--- config.mk ---
export PLATFORM = sky130hd
export DESIGN_NAME = thor_decode_stage
export DESIGN_NICKNAME = d
export VERILOG_FILES = /design/src/hw/thor_decode_pkg.sv /design/src/hw/thor_decode_ctrl.sv /design/src/hw/thor_decode_imm.sv /design/src/hw/thor_decode_regs.sv /design/src/hw/thor_decode_stage.sv /design/src/hw/thor_decoder.sv
export SDC_FILE = /design/constraint.sdc
export NUM_CORES = 1
export LEC_CHECK = 0
export BUFFER_PORTS_ARGS = -buffer_cell sky130_fd_sc_hd__buf_2
export CAP_MARGIN = 20
export CORE_MARGIN = 8
export CORE_UTILIZATION = 30
export CTS_CLUSTER_DIAMETER = 100
export DETAILED_ROUTE_END_ITERATION = 16
export GPL_ROUTABILITY_DRIVEN = 0
export SLEW_MARGIN = 20
export SYNTH_ARGS = -nofsm -noshare
export SYNTH_HDL_FRONTEND = slang
export SYNTH_HIERARCHICAL = 1
export SYNTH_SLANG_ARGS = --single-unit
--- constraint.sdc ---
create_clock -name clk -period 3.1 [get_ports clk]
set_input_delay 0.31 -clock clk [delete_from_list [all_inputs] [get_ports clk]]
set_output_delay 0.31 -clock clk [all_outputs]
set_load 0.005 [all_outputs]
--- src/hw/thor_decode_pkg.sv ---
// Thor decode package
// Shared types for the decode stage: the instruction word with its
// format views, the reduced opcode and function maps, memory sizes,
// the decode record and the immediate prefix state.

`default_nettype none

package thor_decode_pkg;

	// Architectural register field width
	parameter int NREGS_LOG = 5;

	// ========================================================================
	// Opcode and function maps
	// ========================================================================

	typedef enum logic [6:0] {
		NOP  = 7'h00,
		R2   = 7'h02,
		ADDI = 7'h04,
		MULI = 7'h06,
		DIVI = 7'h07,
		DF2  = 7'h0A,
		JMP  = 7'h20,
		BRA  = 7'h21,
		JEQ  = 7'h26,
		JNE  = 7'h27,
		JLT  = 7'h28,
		RTS  = 7'h2C,
		BRK  = 7'h30,
		LDB  = 7'h40,
		LDBU = 7'h41,
		LDW  = 7'h42,
		LDWU = 7'h43,
		LDO  = 7'h46,
		STB  = 7'h50,
		STW  = 7'h51,
		STO  = 7'h53,
		EXI  = 7'h58
	} opcode_e;

	// Function field of R2 and DF2
	typedef enum logic [6:0] {
		ADD   = 7'h04,
		SUB   = 7'h05,
		MUL   = 7'h08,
		DIV   = 7'h10,
		DIVU  = 7'h11,
		DFADD = 7'h20,
		DFMUL = 7'h22
	} func_e;

	typedef enum logic [1:0] {
		byt   = 2'd0,
		wyde  = 2'd1,
		tetra = 2'd2,
		octa  = 2'd3
	} memsz_e;

	// ========================================================================
	// Instruction formats
	// ========================================================================

	typedef struct packed {
		logic [14:0]          body;
		logic [NREGS_LOG-1:0] Ra;
		logic [NREGS_LOG-1:0] Rt;
		opcode_e              opcode;
	} any_fmt_t;

	typedef struct packed {
		func_e                func;
		logic [2:0]           rm;
		logic [NREGS_LOG-1:0] Rb;
		logic [NREGS_LOG-1:0] Ra;
		logic [NREGS_LOG-1:0] Rt;
		opcode_e              opcode;
	} r3_fmt_t;

	// Register plus immediate, also used by loads and stores
	typedef struct packed {
		logic [1:0]           spare;
		logic [12:0]          imm;
		logic [NREGS_LOG-1:0] Ra;
		logic [NREGS_LOG-1:0] Rt;
		opcode_e              opcode;
	} ri_fmt_t;

	// Conditional branch, displacement counted in words
	typedef struct packed {
		logic [9:0]           disp;
		logic [NREGS_LOG-1:0] Rb;
		logic [NREGS_LOG-1:0] Ra;
		logic [2:0]           pad;
		logic [1:0]           lk;
		opcode_e              opcode;
	} jxx_fmt_t;

	typedef struct packed {
		logic [22:0] disp;
		logic [1:0]  lk;
		opcode_e     opcode;
	} jmp_fmt_t;

	typedef struct packed {
		logic [23:0] payload;
		logic        pad;
		opcode_e     opcode;
	} exi_fmt_t;

	typedef union packed {
		any_fmt_t any;
		r3_fmt_t  r3;
		ri_fmt_t  ri;
		ri_fmt_t  mem;
		jxx_fmt_t jxx;
		jmp_fmt_t jmp;
		exi_fmt_t exi;
	} instruction_t;

	// ========================================================================
	// Decode record and prefix state
	// ========================================================================

	typedef struct packed {
		logic [NREGS_LOG:0] Ra;
		logic [NREGS_LOG:0] Rb;
		logic [NREGS_LOG:0] Rt;
		logic               rfwr;
		logic [63:0]        imm;
		logic               ld;
		logic               ldz;
		logic               st;
		memsz_e             memsz;
		logic               mul;
		logic               div;
		logic               jmp;
		logic               bra;
		logic               jxx;
		logic               rts;
		logic               flowchg;
		logic [63:0]        jmptgt;
		logic [3:0]         Ct;
		logic               multi_cycle;
		logic [2:0]         dfrm;
		logic               is_float;
	} deco_t;

	typedef struct packed {
		logic        xval;
		logic [23:0] xpayload;
	} xstate_t;

endpackage

`default_nettype wire

--- src/hw/thor_decode_ctrl.sv ---
// Control decoder
// Derives the instruction class flags, memory access size, multi-cycle
// detection, branch target, link register target and the effective
// float rounding mode. Register numbers and immediate stay at zero
// here and are filled in by the other field decoders.

`timescale 1ns/1ps
`default_nettype none

module thor_decode_ctrl (
	input  thor_decode_pkg::instruction_t ir,
	input  logic [3:0]                    distk_depth,
	input  logic [2:0]                    dfrm,
	output thor_decode_pkg::deco_t        ctrl,
	output logic                          is_exi
);

	assign is_exi = ir.any.opcode == thor_decode_pkg::EXI;

	always_comb
	begin
		ctrl = '0;

		// ====================================================================
		// Memory operations
		// ====================================================================
		case (ir.any.opcode)
		thor_decode_pkg::LDB,
		thor_decode_pkg::LDBU,
		thor_decode_pkg::LDW,
		thor_decode_pkg::LDWU,
		thor_decode_pkg::LDO:
			ctrl.ld = 1'b1;
		thor_decode_pkg::STB,
		thor_decode_pkg::STW,
		thor_decode_pkg::STO:
			ctrl.st = 1'b1;
		default:
			;
		endcase

		// Zero-extending loads
		ctrl.ldz = ir.any.opcode == thor_decode_pkg::LDBU ||
			ir.any.opcode == thor_decode_pkg::LDWU;

		case (ir.any.opcode)
		thor_decode_pkg::LDB, thor_decode_pkg::LDBU, thor_decode_pkg::STB:
			ctrl.memsz = thor_decode_pkg::byt;
		thor_decode_pkg::LDW, thor_decode_pkg::LDWU, thor_decode_pkg::STW:
			ctrl.memsz = thor_decode_pkg::wyde;
		default:
			ctrl.memsz = thor_decode_pkg::octa;
		endcase

		// ====================================================================
		// Arithmetic and float
		// ====================================================================
		case (ir.any.opcode)
		thor_decode_pkg::R2:
		begin
			ctrl.mul = ir.r3.func == thor_decode_pkg::MUL;
			ctrl.div = ir.r3.func == thor_decode_pkg::DIV ||
				ir.r3.func == thor_decode_pkg::DIVU;
		end
		thor_decode_pkg::MULI:
			ctrl.mul = 1'b1;
		thor_decode_pkg::DIVI:
			ctrl.div = 1'b1;
		default:
			;
		endcase

		ctrl.multi_cycle = ctrl.mul | ctrl.div | ctrl.ld | ctrl.st;
		ctrl.is_float = ir.any.opcode == thor_decode_pkg::DF2;

		// rm of 7 selects the dynamic rounding mode
		if (ctrl.is_float && ir.r3.rm != 3'd7)
			ctrl.dfrm = ir.r3.rm;
		else
			ctrl.dfrm = dfrm;

		// ====================================================================
		// Flow control
		// ====================================================================
		ctrl.jmp = ir.any.opcode == thor_decode_pkg::JMP;
		ctrl.bra = ir.any.opcode == thor_decode_pkg::BRA;
		ctrl.rts = ir.any.opcode == thor_decode_pkg::RTS;
		case (ir.any.opcode)
		thor_decode_pkg::JEQ, thor_decode_pkg::JNE, thor_decode_pkg::JLT:
			ctrl.jxx = 1'b1;
		default:
			ctrl.jxx = 1'b0;
		endcase
		ctrl.flowchg = ctrl.jmp | ctrl.bra | ctrl.jxx | ctrl.rts;

		// Word displacements become byte offsets
		if (ctrl.jmp || ctrl.bra)
			ctrl.jmptgt = {{39{ir.jmp.disp[22]}}, ir.jmp.disp, 2'b00};
		else if (ctrl.jxx)
			ctrl.jmptgt = {{52{ir.jxx.disp[9]}}, ir.jxx.disp, 2'b00};
		else
			ctrl.jmptgt = '0;

		// Branches link through lk and everything else through the exception stack
		// lk sits in bits 8..7 in both branch formats
		if (ctrl.jmp || ctrl.bra || ctrl.jxx)
			ctrl.Ct = {2'b00, ir.jmp.lk};
		else
			ctrl.Ct = 4'h8 + distk_depth;

		// Register file write
		case (ir.any.opcode)
		thor_decode_pkg::R2,
		thor_decode_pkg::ADDI,
		thor_decode_pkg::MULI,
		thor_decode_pkg::DIVI,
		thor_decode_pkg::DF2:
			ctrl.rfwr = 1'b1;
		default:
			ctrl.rfwr = ctrl.ld;
		endcase
	end

endmodule

`default_nettype wire

--- src/hw/thor_decode_imm.sv ---
// Immediate decoder
// Sign-extends the 13-bit immediate of the register-immediate and
// memory formats. A pending EXI prefix supplies the upper 24 bits,
// and the resulting 37-bit constant is sign-extended to 64 bits.

`timescale 1ns/1ps
`default_nettype none

module thor_decode_imm (
	input  thor_decode_pkg::instruction_t ir,
	input  thor_decode_pkg::xstate_t      xstate,
	output logic [63:0]                   imm
);

	// Merge the prefix payload above the instruction immediate
	function automatic logic [63:0] ext_imm(
		input logic [12:0]              imm13,
		input thor_decode_pkg::xstate_t xs
	);
		if (xs.xval)
			ext_imm = {{27{xs.xpayload[23]}}, xs.xpayload, imm13};
		else
			ext_imm = {{51{imm13[12]}}, imm13};
	endfunction

	// The ri and mem views share the immediate bits
	always_comb
	begin
		case (ir.any.opcode)
		// Arithmetic with immediate
		thor_decode_pkg::ADDI,
		thor_decode_pkg::MULI,
		thor_decode_pkg::DIVI,
		// Address displacement of loads and stores
		thor_decode_pkg::LDB,
		thor_decode_pkg::LDBU,
		thor_decode_pkg::LDW,
		thor_decode_pkg::LDWU,
		thor_decode_pkg::LDO,
		thor_decode_pkg::STB,
		thor_decode_pkg::STW,
		thor_decode_pkg::STO:
			imm = ext_imm(ir.ri.imm, xstate);
		default:
			imm = '0;
		endcase
	end

endmodule

`default_nettype wire

--- src/hw/thor_decode_regs.sv ---
// Register field decoder
// Maps the Ra, Rb and Rt fields of an instruction to physical register
// numbers. Register 31 is the stack pointer and is banked by the
// current privilege level, giving physical registers 32 to 39.

`timescale 1ns/1ps
`default_nettype none

module thor_decode_regs (
	input  thor_decode_pkg::instruction_t            ir,
	input  logic [2:0]                               sp_sel,
	output logic [thor_decode_pkg::NREGS_LOG:0]      Ra,
	output logic [thor_decode_pkg::NREGS_LOG:0]      Rb,
	output logic [thor_decode_pkg::NREGS_LOG:0]      Rt
);

	// Field 31 selects the banked stack pointer
	function automatic logic [thor_decode_pkg::NREGS_LOG:0] map_reg(
		input logic [thor_decode_pkg::NREGS_LOG-1:0] fld,
		input logic [2:0]                            sel
	);
		if (fld == '1)
			map_reg = {1'b1, {(thor_decode_pkg::NREGS_LOG-3){1'b0}}, sel};
		else
			map_reg = {1'b0, fld};
	endfunction

	logic no_src;

	// Unconditional flow changes carry no source registers
	always_comb
	begin
		case (ir.any.opcode)
		thor_decode_pkg::JMP,
		thor_decode_pkg::BRA,
		thor_decode_pkg::RTS:
			no_src = 1'b1;
		default:
			no_src = 1'b0;
		endcase
	end

	always_comb
	begin
		if (no_src)
		begin
			Ra = '0;
			Rb = '0;
		end
		else
		begin
			Ra = map_reg(ir.any.Ra, sp_sel);
			Rb = map_reg(ir.r3.Rb, sp_sel);
		end
		// Stores read the data register through this field
		Rt = map_reg(ir.any.Rt, sp_sel);
	end

endmodule

`default_nettype wire

--- src/hw/thor_decode_stage.sv ---
// Thor decode stage
// Registers the decode record one cycle after an instruction is
// accepted. An EXI prefix is captured here and applied to the next
// accepted instruction. A stall holds the output and prefix state.

`timescale 1ns/1ps
`default_nettype none

module thor_decode_stage (
	input  logic                          clk,
	input  logic                          rst_n,
	input  logic                          ir_valid,
	input  thor_decode_pkg::instruction_t ir,
	input  logic                          stall,
	input  logic [2:0]                    sp_sel,
	input  logic [3:0]                    distk_depth,
	input  logic [2:0]                    dfrm,
	output thor_decode_pkg::deco_t        deco,
	output logic                          deco_valid
);

	thor_decode_pkg::deco_t   deco_d;
	thor_decode_pkg::xstate_t xstate;
	logic                     is_exi;
	logic                     accept;

	assign accept = ir_valid & ~stall;

	thor_decoder i_decoder (
		.ir          (ir),
		.xstate      (xstate),
		.sp_sel      (sp_sel),
		.distk_depth (distk_depth),
		.dfrm        (dfrm),
		.deco        (deco_d),
		.is_exi      (is_exi)
	);

	// ========================================================================
	// Output register
	// ========================================================================
	always_ff @(posedge clk)
	begin
		if (!rst_n)
		begin
			deco <= '0;
			deco_valid <= 1'b0;
		end
		else if (!stall)
		begin
			// A prefix on its own produces no record
			deco_valid <= ir_valid & ~is_exi;
			if (ir_valid && !is_exi)
				deco <= deco_d;
		end
	end

	// ========================================================================
	// Prefix state
	// ========================================================================
	always_ff @(posedge clk)
	begin
		if (!rst_n)
			xstate.xval <= 1'b0;
		else if (accept)
			xstate.xval <= is_exi;
	end

	always_ff @(posedge clk)
	begin
		if (accept && is_exi)
			xstate.xpayload <= ir.exi.payload;
	end

endmodule

`default_nettype wire

--- src/hw/thor_decoder.sv ---
// Combinational instruction decoder
// Runs the register, immediate and control field decoders in parallel
// on one instruction word and merges their results into a single
// decode record.

`timescale 1ns/1ps
`default_nettype none

module thor_decoder (
	input  thor_decode_pkg::instruction_t ir,
	input  thor_decode_pkg::xstate_t      xstate,
	input  logic [2:0]                    sp_sel,
	input  logic [3:0]                    distk_depth,
	input  logic [2:0]                    dfrm,
	output thor_decode_pkg::deco_t        deco,
	output logic                          is_exi
);

	logic [thor_decode_pkg::NREGS_LOG:0] ra;
	logic [thor_decode_pkg::NREGS_LOG:0] rb;
	logic [thor_decode_pkg::NREGS_LOG:0] rt;
	logic [63:0]                         imm;
	thor_decode_pkg::deco_t              ctrl;

	thor_decode_regs i_regs (
		.ir     (ir),
		.sp_sel (sp_sel),
		.Ra     (ra),
		.Rb     (rb),
		.Rt     (rt)
	);

	thor_decode_imm i_imm (
		.ir     (ir),
		.xstate (xstate),
		.imm    (imm)
	);

	thor_decode_ctrl i_ctrl (
		.ir          (ir),
		.distk_depth (distk_depth),
		.dfrm        (dfrm),
		.ctrl        (ctrl),
		.is_exi      (is_exi)
	);

	// Control fields come through, register numbers and immediate overlay
	always_comb
	begin
		deco = ctrl;
		deco.Ra = ra;
		deco.Rb = rb;
		deco.Rt = rt;
		deco.imm = imm;
	end

endmodule

`default_nettype wire

; After elaboration in Yosys (flattened, before gate mapping)
; Index checks and enable logic that the tools add are counted.
[totals]
word_cells = 98
register_bits = 194
out_inout_bits = 169
[classes]
addsub = 1
eq_ne = 27
mux = 19
n_bitwise = 10
n_reduce_logical = 17
[ops]
columns = op, count
row1 = $mux 64, 4
row2 = $eq 7x7->1 const B, 9
row3 = $eq 7x6->1 const B, 6
row4 = $mux 6, 5
row5 = $eq 7x3->1 const B, 3
row6 = $eq 5x5->1 const B, 3
row7 = $reduce_or 3->1, 5
row8 = $eq 7x4->1 const B, 2
row9 = $eq 7x5->1 const B, 2
row10 = $reduce_or 11->1, 1
row11 = $reduce_or 5->1, 2
row12 = $eq 7x2->1 const B, 1
row13 = $or 1x1->1, 6
row14 = $mux 1, 5
row15 = $add 4x4->4 const A, 1
row16 = $logic_or 1x1->1, 4
row17 = $mux 4, 1
row18 = $pmux 1 s2, 2
row19 = $pmux 2 s2, 1
row20 = $logic_and 1x1->1, 3
row21 = $mux 3, 1
row22 = $ne 3x3->1 const B, 1
row23 = $and 1x1->1, 2
row24 = $not 1->1, 2
row25 = 2 further kinds, 2

; Depth between registers and ports, before layout
[depth]
ltp_word = 6
depth_mapped = 9

; Hierarchy
; The synthesis kept the hierarchy.
[by_module_without_submodules]
columns = mod, area_each_um2, n_inst, cells_per_inst
row1 = thor_decode_stage, 6911.6, 1, 780
row2 = thor_decode_ctrl, 1599.0, 1, 231
row3 = thor_decode_imm, 925.9, 1, 112
row4 = thor_decode_regs, 240.2, 1, 32

; Least setup slack after synthesis
; No wires, ideal clock.
[synth_path]
kind = input-to-reg
startpoint = input port ir[1] (netlist bit)
endpoint = register deco[34] (netlist bit)
arrival_ns = 2.859
stages = 8
setup_slack_ns = 0.167
required_time_ns = 3.026
path_cell_list = clkbuf_1 -> nand3b_1 -> a21o_1 -> clkbuf_1 -> nor2_1 -> buf_4 -> nand3_1 -> o21ai_0
[synth_rtl]
columns = element, line_no
row1 = start: declaration, thor_decode_stage.sv:13  ; input thor_decode_pkg::instruction_t ir,
row2 = end signal: assignment, thor_decode_stage.sv:54  ; deco <= deco_d;
row3 = end: declaration, thor_decode_stage.sv:18  ; output thor_decode_pkg::deco_t deco,

; Worst setup path after layout
[layout_path]
startpoint = input port ir[3] (netlist bit)
endpoint = register deco[126] (netlist bit)
[layout_via]
elab_chain_len = 4
word_cells_on_any_way = 17
cone_classes = eq/ne: 12 / mux: 1 / reduce/logical: 4
[layout_rtl]
columns = element, line_no
row1 = $eq 7x7->1, thor_decode_ctrl.sv:18  ; assign is_exi = ir.any.opcode == thor_decode_pkg::EXI;
row2 = named net is_exi, thor_decode_stage.sv:24  ; logic is_exi;
row3 = $logic_not 1->1, thor_decode_stage.sv:53  ; if (ir_valid && !is_exi)
row4 = $logic_and 1x1->1, thor_decode_stage.sv:53
row5 = $reduce_and 2->1 (no source line), -
; The timed path passes the listed nets, and every way through them passes these cells.
; A chain may end at the register's enable or synchronous reset.

==> flow_summary.json <==
{
  "status": "finished clean",
  "cts_buffers": 17,
  "worst_slew_pin_slew_ns": 0.8433,
  "fin_crit_sh_pct": 71.53,
  "tns_ns": 0,
  "cts-root-buf": "clkbuf_16",
  "io_buffer_count": 214,
  "clockPowerShare_pct": 41.8,
  "dieHeight_um": 189.8,
  "cpPeakStageDelay_ns": 0.51,
  "hold_viol": 0,
  "cp.required_ns": 3.40,
  "cp-start-kind": "primary input",
  "relSlewSlack_pct": 43.40,
  "p_leak_nw": 4.145,
  "final_net_count": 1205,
  "grt_use_total_pct": 14.96,
  "via_count": 7559,
  "critical_path.slowest_cell": "or4b_4",
  "via_per_inst": 4.839,
  "ant_nets": 0,
  "max_cap_viol_count": 0,
  "worstSetupEndpointType": "register",
  "p_sw_share_pct": 24.82,
  "crit_type": "primary input to register",
  "num-fill-cells": 3096,
  "skew_ns": 0.005025,
  "diodes": 0,
  "path_cells": "buf_2 -> or4b_4 -> nor3_1 -> nor3b_4 -> buf_4 -> buf_4 -> nand3_1 -> o21ai_0",
  "setup_viol": 0,
  "power_density_mw_per_mm2": 503.2,
  "p_int_w": 0.003911,
  "antenna_found_initial": 1,
  "fmax_ghz": 0.4510,
  "power.share.sequential_pct": 49.7,
  "syn-instance-count": 1073,
  "power.switching_w": 0.001292,
  "drtIter0Drc": 554,
  "io_pins": 215,
  "combPwrFrac_pct": 8.5,
  "report.final.slew_viol_count": 0,
  "dieArea_mm2": 0.03602,
  "hpwlAfterDp_um": 19250,
  "htree_levels": 4,
  "grt_start_max_net_pins": 161,
  "cts.sinks": 194,
  "peakVddDrop_v": 0.0003158,
  "hp-class": "primary input to register",
  "drc": 0,
  "syn_area_mm2": 0.009061,
  "worstPathArrival_ns": 2.52,
  "postCtsResizedCells": 0,
  "num_rows": 63,
  "power_w": 0.005203,
  "cts.reportedPaths.clkPinSlew_ns": 0.07,
  "wl_per_cell_um": 17.63,
  "yosys_warnings": 6,
  "cp_max_fo": 60,
  "dp_cells": 1530,
  "final_cell_mix": "buf_2 (213), nand2_1 (193), dfxtp_1 (170)",
  "clock_latency_ns": 0.43,
  "rsz0062_at_grt": "false",
  "drive_gt1_share_pct": 27.82,
  "avgSynthCellArea_um2": 8.445,
  "holdWs_ns": 0.1088,
  "grt-ovfl-total": 0,
  "initial_core_util_pct": 30.49,
  "final_cells": 1562,
  "final_common_cell": "buf_2",
  "firstDrtPassIters": 5,
  "grt_pass1_wl_um": 42180,
  "area_growth_pct": 14.10,
  "core_mm2": 0.02972,
  "cts_tree": "done",
  "routed_wl_um": 27540,
  "critPathMostFrequentCell": "buf_4",
  "postCtsSetupBuffers": 0,
  "cts.path.max_buffers": 2,
  "holdBufCountCts": 0,
  "grt_pass1_vias": 6951,
  "period_needed_ns": 2.217,
  "die_w_um": 189.8
}
==> state kept, by name (all words and copies together) (netlist names) <==
register and cells:
xstate 25, deco 168, deco_valid 1
==> routing by layer <==
layer  vias to the layer above  global-route usage, %  wire, um
met5                         -                      0        13
met1                      3501                  18.53     11970
met4                         2                  5.081       636
met2                       202                  23.85     12950
li1                       3815                      -         -
met3                        39                  5.309      1969
==> metrics by stage <==
stage                     setup WS (ns)  area (um^2)  utilization [%]
after detailed placement         0.4311         9762            32.85
after global routing             0.6593        10340            34.79
after floorplan                  0.1669         9065                -
final                            0.8827        10340            34.79
after global placement           0.4843         9762            32.85
after CTS                        0.8864        10340            34.79
==> power groups by stage <==
stage               sequential, W  clock, W  combinational, W
global placement          0.00264         0          0.000439
global route              0.00259   0.00235          0.000484
finish                    0.00259   0.00218          0.000441
CTS                       0.00259   0.00225          0.000444
floorplan                 0.00265         0          0.000310
detailed placement        0.00264         0          0.000443
==> final timing paths <==
kind                                 from                endpoint  slack (ns)  depth (start not counted)
setup / recovery                    ir[3]  deco[126]$_SDFFE_PN0P_        0.88                          8
hold / removal                      ir[8]     xstate[0]$_DFFE_PP_        0.11                          1
setup reg to reg  xstate[24]$_SDFFE_PN0P_  deco[135]$_SDFFE_PN0P_        1.54                          7
hold reg to reg    deco[107]$_SDFFE_PN0P_  deco[107]$_SDFFE_PN0P_        0.44                          2
==> critical path, delay by kind of cell <==
family	cells	cell delay, ns
simple gates	4	1.22
compound gates	1	0.08
buf+inv	3	0.88
==> area by class of cell <==
type	instances	area [um^2]	area share, %
multi-input cells	702	3840	37.14
clock buffers	24	501.7	4.853
clock inverters	8	75.07	0.7261
well taps	390	488.0	4.720
repair buffers	235	1276	12.34
flip-flops and latches	194	4124	39.89
inverters	9	33.78	0.3268
Note: power is estimated with default switching activity, not from simulation.
